## config.mk

```make
export PLATFORM = sky130hd
export DESIGN_NAME = scan_timing
export DESIGN_NICKNAME = d
export VERILOG_FILES = /design/src/verilog/fb_pkg.sv /design/src/verilog/scan_timing.sv
export SDC_FILE = /design/constraint.sdc
export NUM_CORES = 1
export LEC_CHECK = 0
export BUFFER_PORTS_ARGS = -buffer_cell sky130_fd_sc_hd__buf_2
export CAP_MARGIN = 20
export CORE_AREA = 2 2 66 68
export CTS_CLUSTER_DIAMETER = 150
export DETAILED_ROUTE_END_ITERATION = 12
export DIE_AREA = 0 0 68 70
export SKIP_CTS_REPAIR_TIMING = 1
export SYNTH_ARGS = -nofsm -noshare
export SYNTH_HDL_FRONTEND = slang
export SYNTH_SLANG_ARGS = --single-unit
```

## constraint.sdc

```tcl
create_clock -name clk -period 2.2 [get_ports clk]
set_clock_uncertainty 0.2 [all_clocks]
set_input_delay 0.11 -clock clk [delete_from_list [all_inputs] [get_ports clk]]
set_output_delay 0.11 -clock clk [all_outputs]
set_load 0.05 [all_outputs]
```

## src/verilog/fb_pkg.sv

```systemverilog
package fb_pkg;

   // pixel store geometry
   localparam int PIX_ADDR_W = 14;               // 16384 one-bit pixels
   typedef logic [PIX_ADDR_W-1:0] pix_addr_t;

   // APB bus shape
   localparam int APB_ADDR_W = 12;
   localparam int APB_DATA_W = 32;
   typedef logic [APB_ADDR_W-1:0] apb_addr_t;    // byte address
   typedef logic [APB_DATA_W-1:0] apb_data_t;

   // register map
   localparam apb_addr_t REG_ADDR   = 12'h000;   // pixel pointer, rw
   localparam apb_addr_t REG_DATA   = 12'h004;   // pixel at pointer, auto increment
   localparam apb_addr_t REG_CTRL   = 12'h008;   // display enable
   localparam apb_addr_t REG_STATUS = 12'h00c;   // frame counter, ro

   // register fields
   localparam int CTRL_EN_BIT = 0;
   localparam int FRAME_CNT_W = 16;

endpackage

```

## src/verilog/scan_timing.sv

```systemverilog
`timescale 1ns/10ps

// raster counters and video pipeline
// stage 0 counter position, stage 1 store data, stage 2 registered outputs
module scan_timing
   import fb_pkg::*;
#(
   parameter int H_ACTIVE = 128,
   parameter int H_FRONT  = 8,
   parameter int H_SYNC   = 12,
   parameter int H_BACK   = 8,
   parameter int V_ACTIVE = 128,
   parameter int V_FRONT  = 2,
   parameter int V_SYNC   = 3,
   parameter int V_BACK   = 4
) (
   input  logic      clk,
   input  logic      arst_n,
   input  logic      display_en,
   // scan read port of the store
   output logic      scan_re,
   output pix_addr_t scan_addr,
   input  logic      scan_rbit,
   output logic      frame_done,
   // video out
   output logic      hsync,
   output logic      vsync,
   output logic      de,
   output logic      pixel
);

   localparam int H_TOTAL   = H_ACTIVE + H_FRONT + H_SYNC + H_BACK;
   localparam int V_TOTAL   = V_ACTIVE + V_FRONT + V_SYNC + V_BACK;
   localparam int HS_START  = H_ACTIVE + H_FRONT;
   localparam int VS_START  = V_ACTIVE + V_FRONT;
   localparam int HCW       = $clog2(H_TOTAL);
   localparam int VCW       = $clog2(V_TOTAL);

   logic [HCW-1:0] h_cnt;
   logic [VCW-1:0] v_cnt;
   logic           h_last;
   logic           v_last;
   pix_addr_t      pix_addr;                     // row * H_ACTIVE + column
   logic           de0, hs0, vs0;                // stage 0 flags
   logic           de1, hs1, vs1, en1;           // stage 1 flags

   if (H_ACTIVE * V_ACTIVE > 2**PIX_ADDR_W) begin : g_area_chk
      $error("active area %0d x %0d exceeds the pixel store", H_ACTIVE, V_ACTIVE);
   end

   assign h_last = (h_cnt == HCW'(H_TOTAL-1));
   assign v_last = (v_cnt == VCW'(V_TOTAL-1));
   assign de0    = (h_cnt < H_ACTIVE) && (v_cnt < V_ACTIVE);
   assign hs0    = (h_cnt >= HS_START) && (h_cnt < HS_START + H_SYNC);
   assign vs0    = (v_cnt >= VS_START) && (v_cnt < VS_START + V_SYNC);  // whole lines

   assign scan_re   = de0;
   assign scan_addr = pix_addr;

   always_ff @(posedge clk or negedge arst_n) begin
      if (!arst_n) begin
         h_cnt    <= '0;
         v_cnt    <= '0;
         pix_addr <= '0;
      end else begin
         if (h_last) begin
            h_cnt <= '0;
            v_cnt <= v_last ? '0 : v_cnt + 1'b1;
         end else begin
            h_cnt <= h_cnt + 1'b1;
         end
         if (h_last && v_last) begin
            pix_addr <= '0;                      // frame start
         end else if (de0) begin
            pix_addr <= pix_addr + 1'b1;
         end
      end
   end

   // flags wait one stage for the store read
   always_ff @(posedge clk or negedge arst_n) begin
      if (!arst_n) begin
         de1 <= 1'b0;
         hs1 <= 1'b0;
         vs1 <= 1'b0;
         en1 <= 1'b0;
      end else begin
         de1 <= de0;
         hs1 <= hs0;
         vs1 <= vs0;
         en1 <= display_en;                      // sampled with the counter position
      end
   end

   always_ff @(posedge clk or negedge arst_n) begin
      if (!arst_n) begin
         de         <= 1'b0;
         hsync      <= 1'b0;
         vsync      <= 1'b0;
         pixel      <= 1'b0;
         frame_done <= 1'b0;
      end else begin
         de         <= de1;
         hsync      <= hs1;
         vsync      <= vs1;
         pixel      <= de1 && en1 && scan_rbit;
         frame_done <= vs1 && !vsync;            // first vsync cycle
      end
   end

   // running address tracks the raster position
   a_scan_addr_pos: assert property (@(posedge clk) disable iff (!arst_n)
      scan_re |-> (int'(scan_addr) == int'(v_cnt) * H_ACTIVE + int'(h_cnt)))
      else $error("scan address %0d off the raster position", scan_addr);

endmodule
```

# [Word-level counts from Yosys, hierarchy flattened]
# Cells that the tools add are included.
[totals] reg_bits=39 input_bits=4 out_inout_bits=20 wordCells=36
[op_classes] n_addsub=3 magnitude_cmp=6 n_eq_ne=2 muxes=4 n_reduce_logical=9
[op_table] cell="$lt A8 B8 Y1 const B" n=4
[op_table] cell="$mux W14" n=2
[op_table] cell="$add A8 B1 Y8 const B" n=2
[op_table] cell="$eq A8 B8 Y1 const B" n=2
[op_table] cell="$ge A8 B8 Y1 const B" n=2
[op_table] cell="$mux W8" n=2
[op_table] cell="$add A14 B1 Y14 const B" n=1
[op_table] cell="$logic_and A1 B1 Y1" n=7
[op_table] cell="$reduce_bool A2 Y1" n=1
[op_table] cell="$logic_not A1 Y1" n=1

# [Logic depth before layout (Yosys ltp)]
[logic_depth] word_depth=4 ltp_mapped=6 ltp_nobuf=6

# [Least setup slack after synthesis]
# No wires, ideal clock.
[synth_path] kind="register -> register" startpoint="register pix_addr[0] (netlist: scan_addr[0])" endpoint="register pix_addr[12] (netlist: scan_addr[12])" setup_ps=77 arrival_ps=1786 t_required_ps=1923 path_slack_ps=137 stages_incl_launch_ff=6 path_buffers=0 period_less_slack_ps=2063 path_cell_list="dfrtp_1 -> ha_1 -> and4bb_2 -> nand2_1 -> or4_1 -> a21oi_1"
[synth_via] elab_chain_len=3
[synth_lines] item="start: declaration" line="scan_timing.sv:43" rtl="pix_addr_t pix_addr;"
[synth_lines] item="start signal: assignment" line="scan_timing.sv:75" rtl="pix_addr <= pix_addr + 1'b1;"
[synth_lines] item="$add A14 B1 Y14" line="scan_timing.sv:75"
[synth_lines] item="$mux W14" line="scan_timing.sv:74" rtl="end else if (de0) begin"
[synth_lines] item="$mux W14" line="scan_timing.sv:72" rtl="if (h_last && v_last) begin"
# No other way between the ends. The select of a mux whose other input is x is not followed.
# A chain may end at the register's enable or synchronous reset.

# [Worst setup path after layout]
[layout_path] startpoint="register v_cnt[4]" endpoint="register pix_addr[11] (netlist: scan_addr[11])"
[layout_via] elab_chain_len=3 elab_cells_between_ends=6 cone_classes="order compare: 1; eq/ne: 1; mux: 1; reduce/logical: 3"
[layout_lines] item="start: declaration" line="scan_timing.sv:40" rtl="logic [VCW-1:0] v_cnt;"
[layout_lines] item="start signal: assignment" line="scan_timing.sv:68" rtl="v_cnt <= v_last ? '0 : v_cnt + 1'b1;"
[layout_lines] item="$lt A8 B8 Y1 or $eq A8 B8 Y1 (tied branches)" line="scan_timing.sv:53, scan_timing.sv:52"
[layout_lines] item="$logic_and A1 B1 Y1, on equally long branches" line="scan_timing.sv:53, scan_timing.sv:72"
[layout_lines] item="$reduce_bool A2 Y1 (no source line) or $mux W14 (tied branches)"
# Parallel ways exist; a longest one is shown, timed or not.

==> impl_metrics.toml <==
[run_status]
outcome = "finished, final reports clean"

[synth]
yosysSeqAreaShare_pct = 55.2
synth.most_common_cell = "dfrtp_1"
ys.flop_type = "dfrtp_1"
synth_edf_count = 0
postSynth.asyncResetShare_pct = 100
syn_nets = 169
synth_area_leaders = "dfrtp_1 (55%), xnor2_1 (5.9%), nor2_1 (4.5%)"
avgSynthCellArea_um2 = 11.0
yosys-top-cells-count = "dfrtp_1 (39), nor2_1 (21), xnor2_1 (12), nand2_1 (9), nand4_1 (9)"
yosysTopAreaCellShare_pct = 55.2
syn_inst = 161
synth_area_um2 = 1770
yosysWarnings = 0
synth_seq_cells = 39
synth_top_cell_by_area = "dfrtp_1"
synth_cell_types = 35

[finish]
layoutNonFillerInstCount = 246
fillCellCount = 378
antennaDiodeCount = 0
drive_above_1_share_pct = 20.1
final_area_um2 = 2060
area_delta_synth_final_pct = 16.6
nNetsFinal = 201

[worst_setup_path]
crit_buf_inv = 1
path_cells = "or4b_4 -> nor4_4 -> buf_4 -> nor2_1"
criticalPathCategory = "reg2reg"
cpPeakStageDelay_ns = 0.59
cpLargestDelayFamily = "simple AND/OR/NAND/NOR gates"
critPathCaptureType = "register"
critPathLaunchType = "register"
cp.arrival_ns = 1.88
critPathRequiredTime_ns = 2.18
path_max_fanout = 16
cpMaxStageDelayCell = "or4b_4"

[sta]
relSlewSlack_pct = 43.7
slew_violations = 0
fmax_mhz = 525
finalSetupTns_ns = 0
timing.final.crit_share_pct = 86.5
finalCriticalPeriod_ns = 1.90
finalHoldViolCount = 0
fin_hold_ws_ns = 0.155
tightest_slew_ns = 0.845
setup_violations = 0
grt_setup_unrepaired = "no"

[global_routing]
grt_pass1_vias = 1293
use_met2_pct = 25.6
grt_max_degree = 40
grt_busiest_layer = "met2"
grt_overflow = 0
grt_use_met1_pct = 20.3
track_usage_pct = 16.1
met3_usage_pct = 3.86
grt_pass1_wl_mm = 5.74
antenna_found_initial = 0

[drt]
antenna_left = 0
wl_mm = 3.39
detail_route.wl_per_cell_um = 13.8
first_pass_iters = 4
num_vias = 1302
via_per_inst = 5.29
drt_iter0_drc = 72
drcViolationCount = 0

[floorplanning]
start_util_pct = 42.7
die_x_um = 68
die_h_um = 70
die_area_um2 = 4760
ios = 24
num_rows = 24
core_area_um2 = 4140

[cts]
cts_max_level = 2
cts_tree = "yes"
cts_max_path_buffers = 2
clkLatencyLatePin_ns = 0.29
numCtsBuffers = 5
clk_pin_slew_ns = 0.08
cts-root-buf = "clkbuf_8"
cts.sinks = 39

[min_path]
hold_class = "reg2reg"

[place]
io_buffers = 23
dpl_cell_area_um2 = 1950
place.gp.congestion = 0.837
dp_hpwl_mm = 2.42
post-place-cells = 235

[pwr]
ir_drop_uv = 262
power.density_nw_per_um2 = 585
p_leak_nw = 0.979
total_power_w = 0.00121

[run]
drv_cap = 0
-- area by class of cell --
cell class,instances,area [µm²],share of cell area [%]
Timing Repair Buffer,29,168,8.13
Inverter,4,15.0,0.728
Multi-Input combinational cell,114,756,36.6
Clock inverter,3,15.0,0.728
Clock buffer,5,68.8,3.34
Tap cell,52,65.1,3.15
Sequential cell,39,976,47.3
-- sequential cells by signal, indices dropped and copies added, names as in the netlist --
register and flops:
h_cnt 8, en1 1, de 1, de1 1, hs1 1, scan_addr 14, vsync 1, v_cnt 8
frame_done 1, hsync 1, vs1 1, pixel 1
-- where the power goes --
part / leakage (nW) / switching, W / internal (W) / total (W)
combinational: 0.429 / 0.0000180 / 0.00000640 / 0.0000244
clock: 0.0477 / 0.000247 / 0.000217 / 0.000464
sequential: 0.502 / 0.000000367 / 0.000718 / 0.000719
-- through the flow --
stage,utilization [%],worst slack (ns)
floorplan,-,0.137
global placement,47.0,0.362
detailed placement,47.0,0.302
CTS,49.1,0.294
global route,49.8,0.147
finish,49.8,0.296
-- layer usage --
| layer | part of all wire [%] | up-vias |
|---|---|---|
| met1 | 45 | 632 |
| met5 | 0 | - |
| met2 | 49 | 32 |
| li1 | - | 628 |
| met4 | 2.3 | 0 |
| met3 | 4.2 | 10 |
-- final timing paths --
kind                       startpoint            end  slack [ns]  cells past startpoint
min in group asynchronous      arst_n     frame_done        0.26                      2
setup / recovery             v_cnt[4]  scan_addr[11]        0.30                      4
hold reg to reg                   hs1          hsync        0.16                      0
max in group asynchronous      arst_n       h_cnt[2]        1.01                      2
hold / removal                    hs1          hsync        0.16                      0
setup reg to reg             v_cnt[4]  scan_addr[11]        0.30                      4
-- kinds of logic (layout without fill, tap and decap cells) --
| family | after synthesis | in the layout | share of synthesized area [%] |
|---|---|---|---|
| compound gates | 13 | 13 | 4.10 |
| fa+ha+maj | 4 | 4 | 2.83 |
| simple gates | 73 | 73 | 23.6 |
| mux | 4 | 4 | 2.33 |
| buf+inv | 8 | 41 | 2.12 |
| flops | 39 | 39 | 55.2 |
| xor+xnor | 20 | 20 | 9.90 |
-- cell usage in the layout, fill, tap and decap left out, types with 2 or more instances in the layout --
| cell | Yosys | final |
|---|---|---|
| dfrtp_1 | 39 | 39 |
| buf_2 | 0 | 23 |
| nor2_1 | 21 | 21 |
| xnor2_1 | 12 | 12 |
| nand2_1 | 9 | 9 |
| nand4_1 | 9 | 9 |
| xor2_1 | 8 | 8 |
| nand3_1 | 7 | 7 |
| a21oi_1 | 5 | 5 |
| o21ai_0 | 5 | 5 |
| clkbuf_8 | 0 | 5 |
| and3_1 | 4 | 4 |
| inv_1 | 4 | 4 |
| nor3_1 | 4 | 4 |
| nor4_1 | 4 | 4 |
| ha_1 | 4 | 4 |
| mux2i_1 | 3 | 3 |
| clkinv_2 | 0 | 3 |
| dlygate4sd3_1 | 0 | 3 |
| buf_4 | 0 | 3 |
| o211ai_1 | 2 | 2 |
| or3_1 | 2 | 2 |
Power figures use the tool's default switching activity.
