File: config.mk
export PLATFORM = sky130hd
export DESIGN_NAME = apb_pixel_port
export DESIGN_NICKNAME = d
export VERILOG_FILES = /design/src/verilog/fb_pkg.sv /design/src/verilog/apb_pixel_port.sv
export SDC_FILE = /design/constraint.sdc
export NUM_CORES = 1
export LEC_CHECK = 0
export ABC_AREA = 0
export ABC_CLOCK_PERIOD_IN_PS = 3900
export BUFFER_PORTS_ARGS = -buffer_cell sky130_fd_sc_hd__buf_2
export CORE_MARGIN = 10
export CORE_UTILIZATION = 51
export CTS_BUF_LIST = sky130_fd_sc_hd__clkbuf_4
export CTS_CLUSTER_SIZE = 20
export DETAILED_ROUTE_END_ITERATION = 10
export GPL_ROUTABILITY_DRIVEN = 0
export PLACE_DENSITY = 0.88
export RECOVER_POWER = 50
export SLEW_MARGIN = 10
export SYNTH_ARGS = -nofsm -noshare
export SYNTH_HDL_FRONTEND = slang
export SYNTH_SLANG_ARGS = --single-unit
File: constraint.sdc
create_clock -name clk -period 3.9 [get_ports clk]
set_input_delay 0.195 -clock clk [delete_from_list [all_inputs] [get_ports clk]]
set_output_delay 0.195 -clock clk [all_outputs]
set_load 0.005 [all_outputs]
File: src/verilog/fb_pkg.sv
package fb_pkg;

   // pixel store geometry
   localparam int PIX_ADDR_W = 14;               // 16384 one-bit pixels
   typedef logic [PIX_ADDR_W-1:0] pix_addr_t;

   // APB bus shape
   localparam int APB_ADDR_W = 12;
   localparam int APB_DATA_W = 32;
   typedef logic [APB_ADDR_W-1:0] apb_addr_t;    // byte address
   typedef logic [APB_DATA_W-1:0] apb_data_t;

   // register map
   localparam apb_addr_t REG_ADDR   = 12'h000;   // pixel pointer, rw
   localparam apb_addr_t REG_DATA   = 12'h004;   // pixel at pointer, auto increment
   localparam apb_addr_t REG_CTRL   = 12'h008;   // display enable
   localparam apb_addr_t REG_STATUS = 12'h00c;   // frame counter, ro

   // register fields
   localparam int CTRL_EN_BIT = 0;
   localparam int FRAME_CNT_W = 16;

endpackage

File: src/verilog/apb_pixel_port.sv
`timescale 1ns/10ps

module apb_pixel_port
   import fb_pkg::*;
#(
   parameter int DEPTH = 2**PIX_ADDR_W
) (
   input  logic      clk,
   input  logic      arst_n,
   // APB slave
   input  logic      psel,
   input  logic      penable,
   input  logic      pwrite,
   input  apb_addr_t paddr,
   input  apb_data_t pwdata,
   output apb_data_t prdata,
   output logic      pready,
   output logic      pslverr,
   // host side of the store
   output logic      host_re,
   output logic      host_we,
   output pix_addr_t host_addr,
   output logic      host_wbit,
   input  logic      host_rbit,
   // control and status
   output logic      display_en,
   input  logic      frame_done
);

   pix_addr_t              ptr;
   logic [FRAME_CNT_W-1:0] frame_cnt;
   logic                   rd_wait;              // data read waiting on store
   logic                   access;
   logic                   is_data;
   logic                   reg_hit;
   logic                   ptr_step;

   assign access  = psel && penable;
   assign is_data = (paddr == REG_DATA);
   assign reg_hit = paddr inside {REG_ADDR, REG_DATA, REG_CTRL, REG_STATUS};

   // data reads need one wait state for the synchronous store
   assign pready  = access && (pwrite || !is_data || rd_wait);
   assign pslverr = pready && !reg_hit;

   assign host_addr = ptr;
   assign host_wbit = pwdata[0];
   assign host_we   = access && pwrite && is_data;
   assign host_re   = access && !pwrite && is_data && !rd_wait;
   assign ptr_step  = host_we || (rd_wait && pready);    // data access completes

   always_comb begin
      prdata = '0;
      case (paddr)
         REG_ADDR:   prdata[PIX_ADDR_W-1:0]  = ptr;
         REG_DATA:   prdata[0]               = host_rbit;
         REG_CTRL:   prdata[CTRL_EN_BIT]     = display_en;
         REG_STATUS: prdata[FRAME_CNT_W-1:0] = frame_cnt;
         default:    prdata                  = '0;       // unmapped
      endcase
   end

   always_ff @(posedge clk or negedge arst_n) begin
      if (!arst_n) begin
         ptr        <= '0;
         display_en <= 1'b0;
         rd_wait    <= 1'b0;
      end else begin
         rd_wait <= host_re;
         if (access && pwrite && paddr == REG_ADDR) begin
            ptr <= pix_addr_t'(apb_data_t'(pwdata[PIX_ADDR_W-1:0]) % DEPTH);
         end else if (ptr_step) begin
            ptr <= (ptr == pix_addr_t'(DEPTH-1)) ? '0 : ptr + 1'b1;
         end
         if (access && pwrite && paddr == REG_CTRL) begin
            display_en <= pwdata[CTRL_EN_BIT];
         end
      end
   end

   always_ff @(posedge clk or negedge arst_n) begin
      if (!arst_n) begin
         frame_cnt <= '0;
      end else if (frame_done) begin
         frame_cnt <= frame_cnt + 1'b1;  // wraps at 16 bits
      end
   end

   a_penable_psel: assert property (@(posedge clk) disable iff (!arst_n)
      penable |-> psel)
      else $error("penable high without psel");

   // the read completes from the address held over the wait state
   a_wait_stable: assert property (@(posedge clk) disable iff (!arst_n)
      (access && !pready) |=> (access && $stable(paddr) && $stable(pwrite)))
      else $error("APB transfer changed during a wait state");

endmodule

* Word-level counts from Yosys, hierarchy flattened
Cells that the tools add are included.
Word-level totals: bits in registers 32, input port bits 51, output and inout bits 52, logic and storage cells 37
Operators by class: add/subtract/negate cells 2, eq/ne operators 4, mux-type cells 6, reductions and logical operators 21
Operators by type and width (count):
- $mux 14 | 3
- $pmux 13 s2 | 1
- $eq 12x4->1 const B | 2
- $add 16x1->16 const B | 1
- $add 14x1->14 const B | 1
- $eq 14x14->1 const B | 1
- $eq 12x3->1 const B | 1
- $logic_not 12->1 | 1
- $logic_and 1x1->1 | 11
- $logic_not 1->1 | 4
- $pmux 1 s4 | 1
- $reduce_bool 4->1 | 1
- $logic_or 1x1->1 | 3
- $mux 2 | 1
- $reduce_bool 2->1 | 1

* Longest topological paths before layout
Gate-level depths: netlist (run 1).
depth after elaboration 9, gate-level depth with buffers 7, gate-level depth less buffers 6

* Worst setup path after synthesis (run 1)
OpenSTA, ideal clock, no wires.
path kind register to register, start point register ptr[6] (netlist: host_addr[6]), end point register ptr[12] (netlist: host_addr[12]), library setup time 0.082 ns, arrival time 1.639 ns, data required time 3.818 ns, slack 2.180 ns, stages on the path, launching flop included 8, path buffers 2, clock period less this slack 1.720 ns, cell sequence dfrtp_1 clkbuf_2 and3_1 and3_1 buf_2 nand2_1 or4_1 a31oi_1
Between the ends: longest elaborated chain between the ends 4, elaborated cells between the ends (all ways) 5, those cells by class 1 x add/sub; 1 x eq/ne; 3 x mux
RTL lines:
- start: declaration | line apb_pixel_port.sv:30 | pix_addr_t ptr;
- start signal: assignment | line apb_pixel_port.sv:71 | ptr <= pix_addr_t'(apb_data_t'(pwdata[PIX_ADDR_W-1:0]) % DEPTH);
- start signal: assignment | line apb_pixel_port.sv:73 | ptr <= (ptr == pix_addr_t'(DEPTH-1)) ? '0 : ptr + 1'b1;
- $add 14x1->14 / $eq 14x14->1 (equally long branches) | line apb_pixel_port.sv:73
- $mux 14 (*) | line apb_pixel_port.sv:73
- $mux 14 (*) | line apb_pixel_port.sv:72 | end else if (ptr_step) begin
- $mux 14 (*) | line apb_pixel_port.sv:70 | if (access && pwrite && paddr == REG_ADDR) begin
Every way passes the cells marked *; elsewhere a longest branch is shown, timed or not. The select of a mux whose other input is x is not followed. A chain may end at the register's enable or synchronous reset.

* Worst setup path after layout (run 1)
start point input port paddr[9], end point output port prdata[3]
Between the ends: longest elaborated chain between the ends 2, elaborated cells between the ends (all ways) 3, those cells by class 1 x eq/ne; 1 x mux; 1 x reduce/logical
RTL lines:
- start: declaration | line apb_pixel_port.sv:14 | input apb_addr_t paddr,
- $eq 12x4->1 / $logic_not 12->1 (equally long branches) | line apb_pixel_port.sv:54 | case (paddr)
- $pmux 13 s2 (*) | line apb_pixel_port.sv:54
- end: declaration | line apb_pixel_port.sv:16 | output apb_data_t prdata,
Every way passes the cells marked *; elsewhere a longest branch is shown, timed or not.

==> results.txt, run 1 <==
STA classifies the critical path startpoint as an input pin. On the worst path, the slowest cell contributes a delay of around 0.82 ns. The class of the most critical setup path is input pin to output pin. The average wire length per cell after detail routing is ~17 µm. The DRC marker count from the first detailed-route iteration came out at ~110. The static leakage power came out at 0.00119 µW. The worst register-to-register path has a setup slack of between 1.5 and 2 ns. The number of antenna violations at the first check in global routing is 0.

The number of max-cap violations is 1. The starting utilization of the core area is between 50% and 60%. After detailed routing, the number of remaining DRC violations is 0. The critical path goes through buf_2 > nor4_1 > nand3_1 > nor2_1 > a22o_1 > buf_2. Summed over all nets, the half-perimeter wirelength after detailed placement is ~4200 µm. Relative to the synthesized area, the layout overhead comes to 17.1%. At the worst endpoint, the required time is about 3.7 ns. The run finished, with violations left. After clock tree synthesis, the clock-pin slew on the worst setup and hold paths is about 0.1 ns.

The library cell contributing the largest single delay on the critical path is sky130_fd_sc_hd__nor2_1. For this run, the top clock speed supported by timing is approximately 370 MHz. In the synthesized netlist the dominant register cell turns out to be sky130_fd_sc_hd__dfrtp_1. The floorplan step defined a core boundary enclosing 3970 µm². Summed over all failing endpoints, the final setup total negative slack is 0 ns. The count of warnings emitted by yosys came out at 0.

The slew at the pin closest to its max-slew limit is about 1.7 ns. The port buffer count came out at 68. Of all cell types, the one taking the most synthesized area is sky130_fd_sc_hd__dfrtp_1. The number of standard cells in the final layout excluding fillers is 342. The share of layout cells above drive strength 1 is 25.3%. The number of failing hold endpoints at the final stage came out at 0. The TritonCTS clock tree is done. In this run the worst hold path is classified as input pin to register. The number of distinct library cells after synthesis came out at 43. Setup repair after global routing left no endpoint under its margin. The compound-cell area share of the yosys netlist is approximately 18%.

Measured against the total synthesized area, the mux share comes to roughly 2.2%. The time the worst path needs with I/O delays and setup came out at 2.72 ns. The share of synthesized area occupied by flip-flops and latches came out at between 30% and 40%. The capturing element type of the critical path is an output pin. The synthesized design contains 0 enable-type register cells. The synthesized area per cell is around 9.2 µm². The flop and latch count out of synthesis is 32. The checks that failed: capacitance limit, slew limit. By count the netlist is led by 32 x sky130_fd_sc_hd__dfrtp_1, 22 x sky130_fd_sc_hd__nor2_1, 19 x sky130_fd_sc_hd__nand2_1. The detailed-router iteration count before antenna repair came out at 4. The instance count of the mapped netlist came out at 224. The number of setup buffers added after CTS is 0.

The first-pass GRT wire length is 9180 µm. The area enclosed by the die boundary came out at approximately 7000 µm². The number of routed nets with antenna violations is 0. The number of pins with negative max-slew slack in the final report was 33. The H-tree depth came out at 2. The number of nets in the final layout came out at 344.

The number of global-route vias before repair came out at approximately 2000. The dominant combinational cell family by area after synthesis is simple AND/OR/NAND/NOR gates. In this run the biggest area consumer among cell types represents 38.6% of the synthesized area. The overall die height is about 84 µm. The number of cells in the design after placement is between 300 and 400. The I/O pin count came out at 103. The routed via count is around 1900. The horizontal extent of the die is roughly 84 µm. The adder and majority cell fraction of the synthesized area is 1.21%. The maximum vdd ir drop is around 0.28 mV. Setup violations remaining at the end of the flow were counted as 0. The peak fanout along the critical path came out at 15.

The TritonCTS sink count came out at 32. The leading cell type by number of instances after synthesis is sky130_fd_sc_hd__dfrtp_1. In this run, post-CTS repair resized a total of 0 instances.

The cell area that synthesis handed to floorplanning was around 2100 µm². Measured against its own limit, the worst slew margin works out to -15.9%. Of all flip-flops after synthesis, the portion carrying an async set or reset was between 90% and 100%. Clock tree synthesis selected as its root buffer the cell sky130_fd_sc_hd__clkbuf_4. For the worst setup path, the data arrival time is approximately 2.5 ns.

Row generation in the floorplan step produced 23 rows. The maximum number of pins on one net before global-route repair came out at 33. The number of diodes added for antenna fixing came out at 0. The synthesized-area fraction occupied by xor and xnor cells is 8.45%. The post-detailed-route via-to-cell ratio came out at about 5.5. Counting stages on the worst path, the most repeated cell is sky130_fd_sc_hd__buf_2. The total clock buffers created by CTS is 5. For the worst-skew pair, the clock arrives at the later sink with an insertion delay of 0.34 ns. The number of buffers between clock root and the deepest sink came out at 2. The power per cell area is 317 nW/µm². The total overflow left after global routing is 0.

The basic-gate share of the synthesized area counting and, or, nand and nor cells is between 20% and 30%. Ranked by total cell area, the synthesized netlist is headed by sky130_fd_sc_hd__dfrtp_1 39%, sky130_fd_sc_hd__xnor2_1 6.8%, sky130_fd_sc_hd__buf_4 6.2%, sky130_fd_sc_hd__a22o_1 5.5%, sky130_fd_sc_hd__nor2_1 4.0%. Of the available clock period, the critical path in the final layout requires a little over two thirds.

The final setup skew is approximately 0.010 ns. The final wirelength is around 5700 µm. The all-layer global routing usage came out at between 15 and 20%.
cells in the final DEF (no fill, tap or decap), types with 3 or more instances in the layout:
| cell | Yosys | layout |
|---|---|---|
| sky130_fd_sc_hd__nor2_1 | 22 | 22 |
| sky130_fd_sc_hd__nand4_1 | 3 | 3 |
| sky130_fd_sc_hd__o21ai_0 | 5 | 5 |
| sky130_fd_sc_hd__dfrtp_1 | 32 | 32 |
| sky130_fd_sc_hd__nand2_1 | 19 | 19 |
| sky130_fd_sc_hd__nand3_1 | 13 | 13 |
| sky130_fd_sc_hd__xor2_1 | 4 | 4 |
| sky130_fd_sc_hd__buf_2 | 5 | 57 |
| sky130_fd_sc_hd__and3_1 | 6 | 6 |
| sky130_fd_sc_hd__clkbuf_1 | 1 | 11 |
| sky130_fd_sc_hd__a22oi_1 | 3 | 3 |
| sky130_fd_sc_hd__o31a_1 | 5 | 5 |
| sky130_fd_sc_hd__conb_1 | 1 | 16 |
| sky130_fd_sc_hd__clkbuf_4 | 0 | 6 |
| sky130_fd_sc_hd__nor3_1 | 3 | 3 |
| sky130_fd_sc_hd__nor2b_1 | 3 | 3 |
| sky130_fd_sc_hd__a21oi_1 | 16 | 16 |
| sky130_fd_sc_hd__inv_1 | 3 | 3 |
| sky130_fd_sc_hd__a22o_1 | 13 | 13 |
| sky130_fd_sc_hd__xnor2_1 | 16 | 16 |
| sky130_fd_sc_hd__a31oi_1 | 4 | 4 |
registers in the layout, indices dropped and copies added, names as in the netlist:
register and cells:
host_addr 14, frame_cnt 16, rd_wait 1, display_en 1
layout make-up:
cell class                 count  area [µm²]
inverter                       3        11.3
multi-input combinational    179        1130
fill                         369        1540
timing repair buffer          70         344
clock buffer                   6        45.0
clock inverter                 2        35.0
tap                           50        62.6
sequential                    32         801
stage by stage:
stage	total power (µW)	worst slack, ns	hold WS, ns	instance area, µm²	util (%)
finish	771	1.18	0.0912	2430	61.1
global route	815	1.04	0.0941	2430	61.1
CTS	779	1.55	0.0777	2460	61.8
detailed placement	517	1.58	0.289	2370	59.6
global placement	510	1.63	0.282	2370	59.6
floorplan	480	2.18	-0.101	2130	-
where the power goes:
part           total (µW)  internal, µW  switching [µW]
Combinational        98.4          53.0            45.4
Sequential            412           366            46.5
Clock                 260           141             118
Total                 771           560             210
metal layers:
layer | vias to the layer above | global-route usage [%] | share of wire (%) | wire [µm]
li1 | 911 | - | - | -
met1 | 894 | 17.6 | 41 | 2340
met2 | 79 | 25.9 | 49 | 2800
met3 | 12 | 6.25 | 7.8 | 445
met4 | 0 | 5.33 | 1.7 | 98
met5 | - | 0 | 0 | 0
cells by family (layout without fill, tap and decap cells):
family | after synthesis | count (layout)
compound gates | 54 | 54
xor+xnor | 20 | 20
fa+ha+maj | 2 | 2
buf+inv | 28 | 81
flops | 32 | 32
mux | 3 | 3
other cells | 1 | 16
simple gates | 84 | 84
critical path, delay by kind of cell:
kind	cells	cell delay, ns
AND/OR/NAND/NOR	3	1.84
AO/OA/AOI/OAI	1	0.25
buffers and inverters	2	0.22
repair_timing:
action,in CTS,in global routing
hold endpoints to repair,32,0
setup endpoints to repair,0,0
hold buffers,1,0
path summary, 6_finish.rpt:
path | from | to | cells after the start
setup reg to reg | host_addr[0] | host_addr[1] | 6
max in group asynchronous | arst_n | display_en | 2
min in group asynchronous | arst_n | host_addr[11] | 2
hold / removal | pwdata[11] | host_addr[11] | 3
hold reg to reg | frame_cnt[15] | frame_cnt[15] | 1
setup / recovery | paddr[9] | prdata[3] | 6
Note: power is estimated with default switching activity, not from simulation.
==> run 2, diff against run 1 <==
--- a/config.mk
+++ b/config.mk
@@ -6,15 +6,15 @@
 export NUM_CORES = 1
 export LEC_CHECK = 0
 export ABC_AREA = 0
-export ABC_CLOCK_PERIOD_IN_PS = 3900
+export ABC_CLOCK_PERIOD_IN_PS = 2800
 export BUFFER_PORTS_ARGS = -buffer_cell sky130_fd_sc_hd__buf_2
 export CORE_MARGIN = 10
-export CORE_UTILIZATION = 51
+export CORE_UTILIZATION = 48
 export CTS_BUF_LIST = sky130_fd_sc_hd__clkbuf_4
 export CTS_CLUSTER_SIZE = 20
 export DETAILED_ROUTE_END_ITERATION = 10
 export GPL_ROUTABILITY_DRIVEN = 0
-export PLACE_DENSITY = 0.88
+export PLACE_DENSITY = 0.83
 export RECOVER_POWER = 50
 export SLEW_MARGIN = 10
 export SYNTH_ARGS = -nofsm -noshare
==> constraint.sdc (replaced) <==
create_clock -name clk -period 2.8 [get_ports clk]
set_input_delay 0.14 -clock clk [delete_from_list [all_inputs] [get_ports clk]]
set_output_delay 0.14 -clock clk [all_outputs]
set_load 0.005 [all_outputs]
==> run 2 against run 1 <==
The run still ends with capacitance limit, slew limit left. Sequential power up 39%. Clock skew up 0.0066 ns. Hold slack worse by 0.055 ns. Non-clock buffer count up 1. Flip-flop and latch count unchanged. Core utilization down 1.6 points. Sequential share of layout area down 0.068 points. Setup slack worse by 0.45 ns. Largest cell class unchanged.
==> results.txt, run 2 (synthesis results as in run 1) <==
The fill cell instance count of the final layout is 392 (+6.2%). The total clock buffers created by CTS came to 5 (unchanged). The number of buffers between clock root and the deepest sink is 2 (unchanged). The count of endpoints failing setup in the final report is 0 (unchanged). The tree is rooted in a sky130_fd_sc_hd__clkbuf_4. The remaining global-route overflow is 0 (unchanged). The row count came out at 23 (unchanged). The worst setup path is of the register to register kind. The detailed-router iteration count before antenna repair was 5 (+1). The register containing the most flip-flops in the final layout is frame_cnt. The slew at the pin closest to its max-slew limit came out at 1.73 ns (-0.00293 ns). The clock latency on the worst-skew pair was 0.34 ns (about the same). The endpoint arrival time on the critical path is 2.28 ns (-0.24 ns). The number of cells on the critical path came out at 6 (unchanged). The number of global-route vias before repair came out at 2045 (+4.1%).

The area of the core is 4090 µm² (+2.9%). The static leakage power came out at 0.00118 µW (-0.66%). The H-tree depth came out at 2 (unchanged). The TritonCTS sink count is 32 (unchanged). The I/O pin count came out at 103 (unchanged). The number of flip-flops under the largest register name is 16 (unchanged). The routed via count came out at 1879 (-0.90%). The number of diodes added for antenna fixing came out at 0 (unchanged). The time the worst path needs with I/O delays and setup is roughly 2.1 ns. In this run the worst hold path is classified as input pin to register. The all-layer global routing usage came to 15.6% (+0.054 points).

The final setup skew was 0.0166 ns (+0.00663 ns). The flip-flop and latch area came out at 801 µm² (unchanged). The horizontal extent of the die came out at 85.7 µm (+2.3%). The checks that failed: capacitance limit, slew limit. The aggregate negative setup slack came out at 0 ns (unchanged). The average wire length per cell after detail routing came out at 16.3 µm (-2.1%).

The multi-input logic area is 1130 µm² (unchanged). In this run the worst setup path begins at host_addr[0]. The start of the worst register-to-register path is host_addr[0].

The worst path buffer plus inverter count is 0 (-2). The final standard cell utilization of the core came out at 59.5% (-1.6 points). The power per cell area was 439 nW/µm² (+38%). The maximum number of pins on one net before global-route repair was 33 (unchanged). Leaving out fill and tap cells, the most frequent cell in the layout is sky130_fd_sc_hd__buf_2.

The critical path required time is 3.01 ns (-0.69 ns). The peak fanout along the critical path came to 8 (-7). The number of pins with negative max-slew slack in the final report was 33 (unchanged). The worst relative slew slack came to -15.7% (+0.20 points). The final wirelength came out at 5590 µm (-1.8%).

The clock slew at the register clock pins of the worst setup and hold paths came out at 0.12 ns (+0.02 ns). The delay of the slowest critical-path stage is 0.70 ns (-0.12 ns). Traced cell by cell, the critical path runs through ha_1 > nand2_1 > nor3_1 > nor2_1 > o31ai_1 > o22ai_1. The number of routed nets with antenna violations is 0 (unchanged).

The final-layout worst hold slack is 0.0367 ns (-0.0546 ns). Grouping stages by cell kind, the critical path spends the most delay in simple AND/OR/NAND/NOR gates. The DRC marker count from the first detailed-route iteration came to 107 (+1.9%). The number of failing hold endpoints at the final stage came out at 0 (unchanged).

For this design, the slowest cell found on the critical path is sky130_fd_sc_hd__nor3_1. The number of max-cap violations is 1 (unchanged). The share of layout cells above drive strength 1 is 24.9% (-0.43 points). The first-pass GRT wire length is 9480 µm (+3.3%). The synthesis-to-layout area growth came out at 17.4%. The source of the worst hold timing path is pwdata[11].

The post-detailed-route via-to-cell ratio is 5.48 (-1.2%). The number of antenna violations at the first check in global routing is 0 (unchanged). The detailed-route DRC error count came to 0 (unchanged). The starting utilization of the core area is 50.7% (-1.5 points). The worst setup path is launched from a register. The depth of the worst hold-timing path is 3 (unchanged).

Setup repair after global routing left no endpoint under its margin. The library cells used most frequently in the layout, excluding fill and tap cells, are 55 x sky130_fd_sc_hd__buf_2, 32 x sky130_fd_sc_hd__dfrtp_1, 22 x sky130_fd_sc_hd__nor2_1. TritonCTS built the clock tree.

The maximum vdd ir drop was 0.482 mV (+75%). The run finished, with violations left. The final worst-path cycle share is between 70% and 80%. The port buffer count is 68 (unchanged). The worst setup path is captured at a register.

The highest attainable clock frequency came out at approximately 480 MHz. The length in cells of the worst reg-to-reg path is 6 (unchanged). The overall die height came out at 85.7 µm (+2.3%). The number of nets in the final layout is 345 (+0.29%).

The area enclosed by the die boundary is 7340 µm² (+4.7%). The final HPWL from detailed placement came to 4360 µm (+2.9%). The worst-case register-to-register setup slack is 0.73 ns (-1.02 ns).
run 2: cell types whose count changed in the layout (fill, tap and decap cells not counted):
cell	delta
sky130_fd_sc_hd__clkbuf_4	-1
sky130_fd_sc_hd__clkinvlp_4	+1
sky130_fd_sc_hd__clkbuf_1	+2
sky130_fd_sc_hd__buf_4	+1
sky130_fd_sc_hd__buf_2	-2
run 2: path summary, 6_finish.rpt:
check	end
worst max-delay path	host_addr[11]
worst min-delay path	host_addr[11]
worst max register to register	host_addr[11]
worst min register to register	frame_cnt[15]
max in group asynchronous	frame_cnt[4]
min in group asynchronous	host_addr[12]
run 2: worst min-delay path, cell delays in order:
cell and delay, ns:
sky130_fd_sc_hd__buf_2 0.09, sky130_fd_sc_hd__inv_1 0.04, sky130_fd_sc_hd__o22ai_1 0.07
run 2: repair_timing:
item,in CTS,in global routing
endpoints found under the hold margin,32,0
buffers inserted,0,0
hold buffers,1,0
resized for setup,0,0
run 2: final cells by class:
cell class                      instances  area share [%]
Clock buffer                            5            1.54
Sequential cell                        32            32.9
Tap cell                               50            2.57
Inverter                                3           0.463
Timing Repair Buffer                   71            14.4
Multi-Input combinational cell        179            46.4
Clock inverter                          3            1.75
run 2: stage by stage:
step	cells	power (µW)	instance area [µm²]	worst slack, ns
final	343	1070	2430	0.729
after global routing	343	1130	2430	0.480
after CTS	343	1080	2460	0.757
after detailed placement	334	721	2370	0.681
after global placement	334	712	2370	0.705
after floorplan	239	668	2130	1.08
run 2: per-layer routing:
layer / part of all wire, % / vias up / global-route usage, %
li1: - / 914 / -
met1: 40 / 890 / 16.3
met4: 1.4 / 0 / 4.64
met5: 0 / - / 0
met3: 8.5 / 8 / 5.96
met2: 50 / 67 / 28.2
run 2: power breakdown:
| group | internal, µW | leakage, µW | total [µW] | switching (µW) |
|---|---|---|---|---|
| Clock | 186 | 0.0000412 | 356 | 170 |
| Sequential | 510 | 0.000435 | 573 | 63.7 |
| Combinational | 73.8 | 0.000701 | 138 | 64.0 |
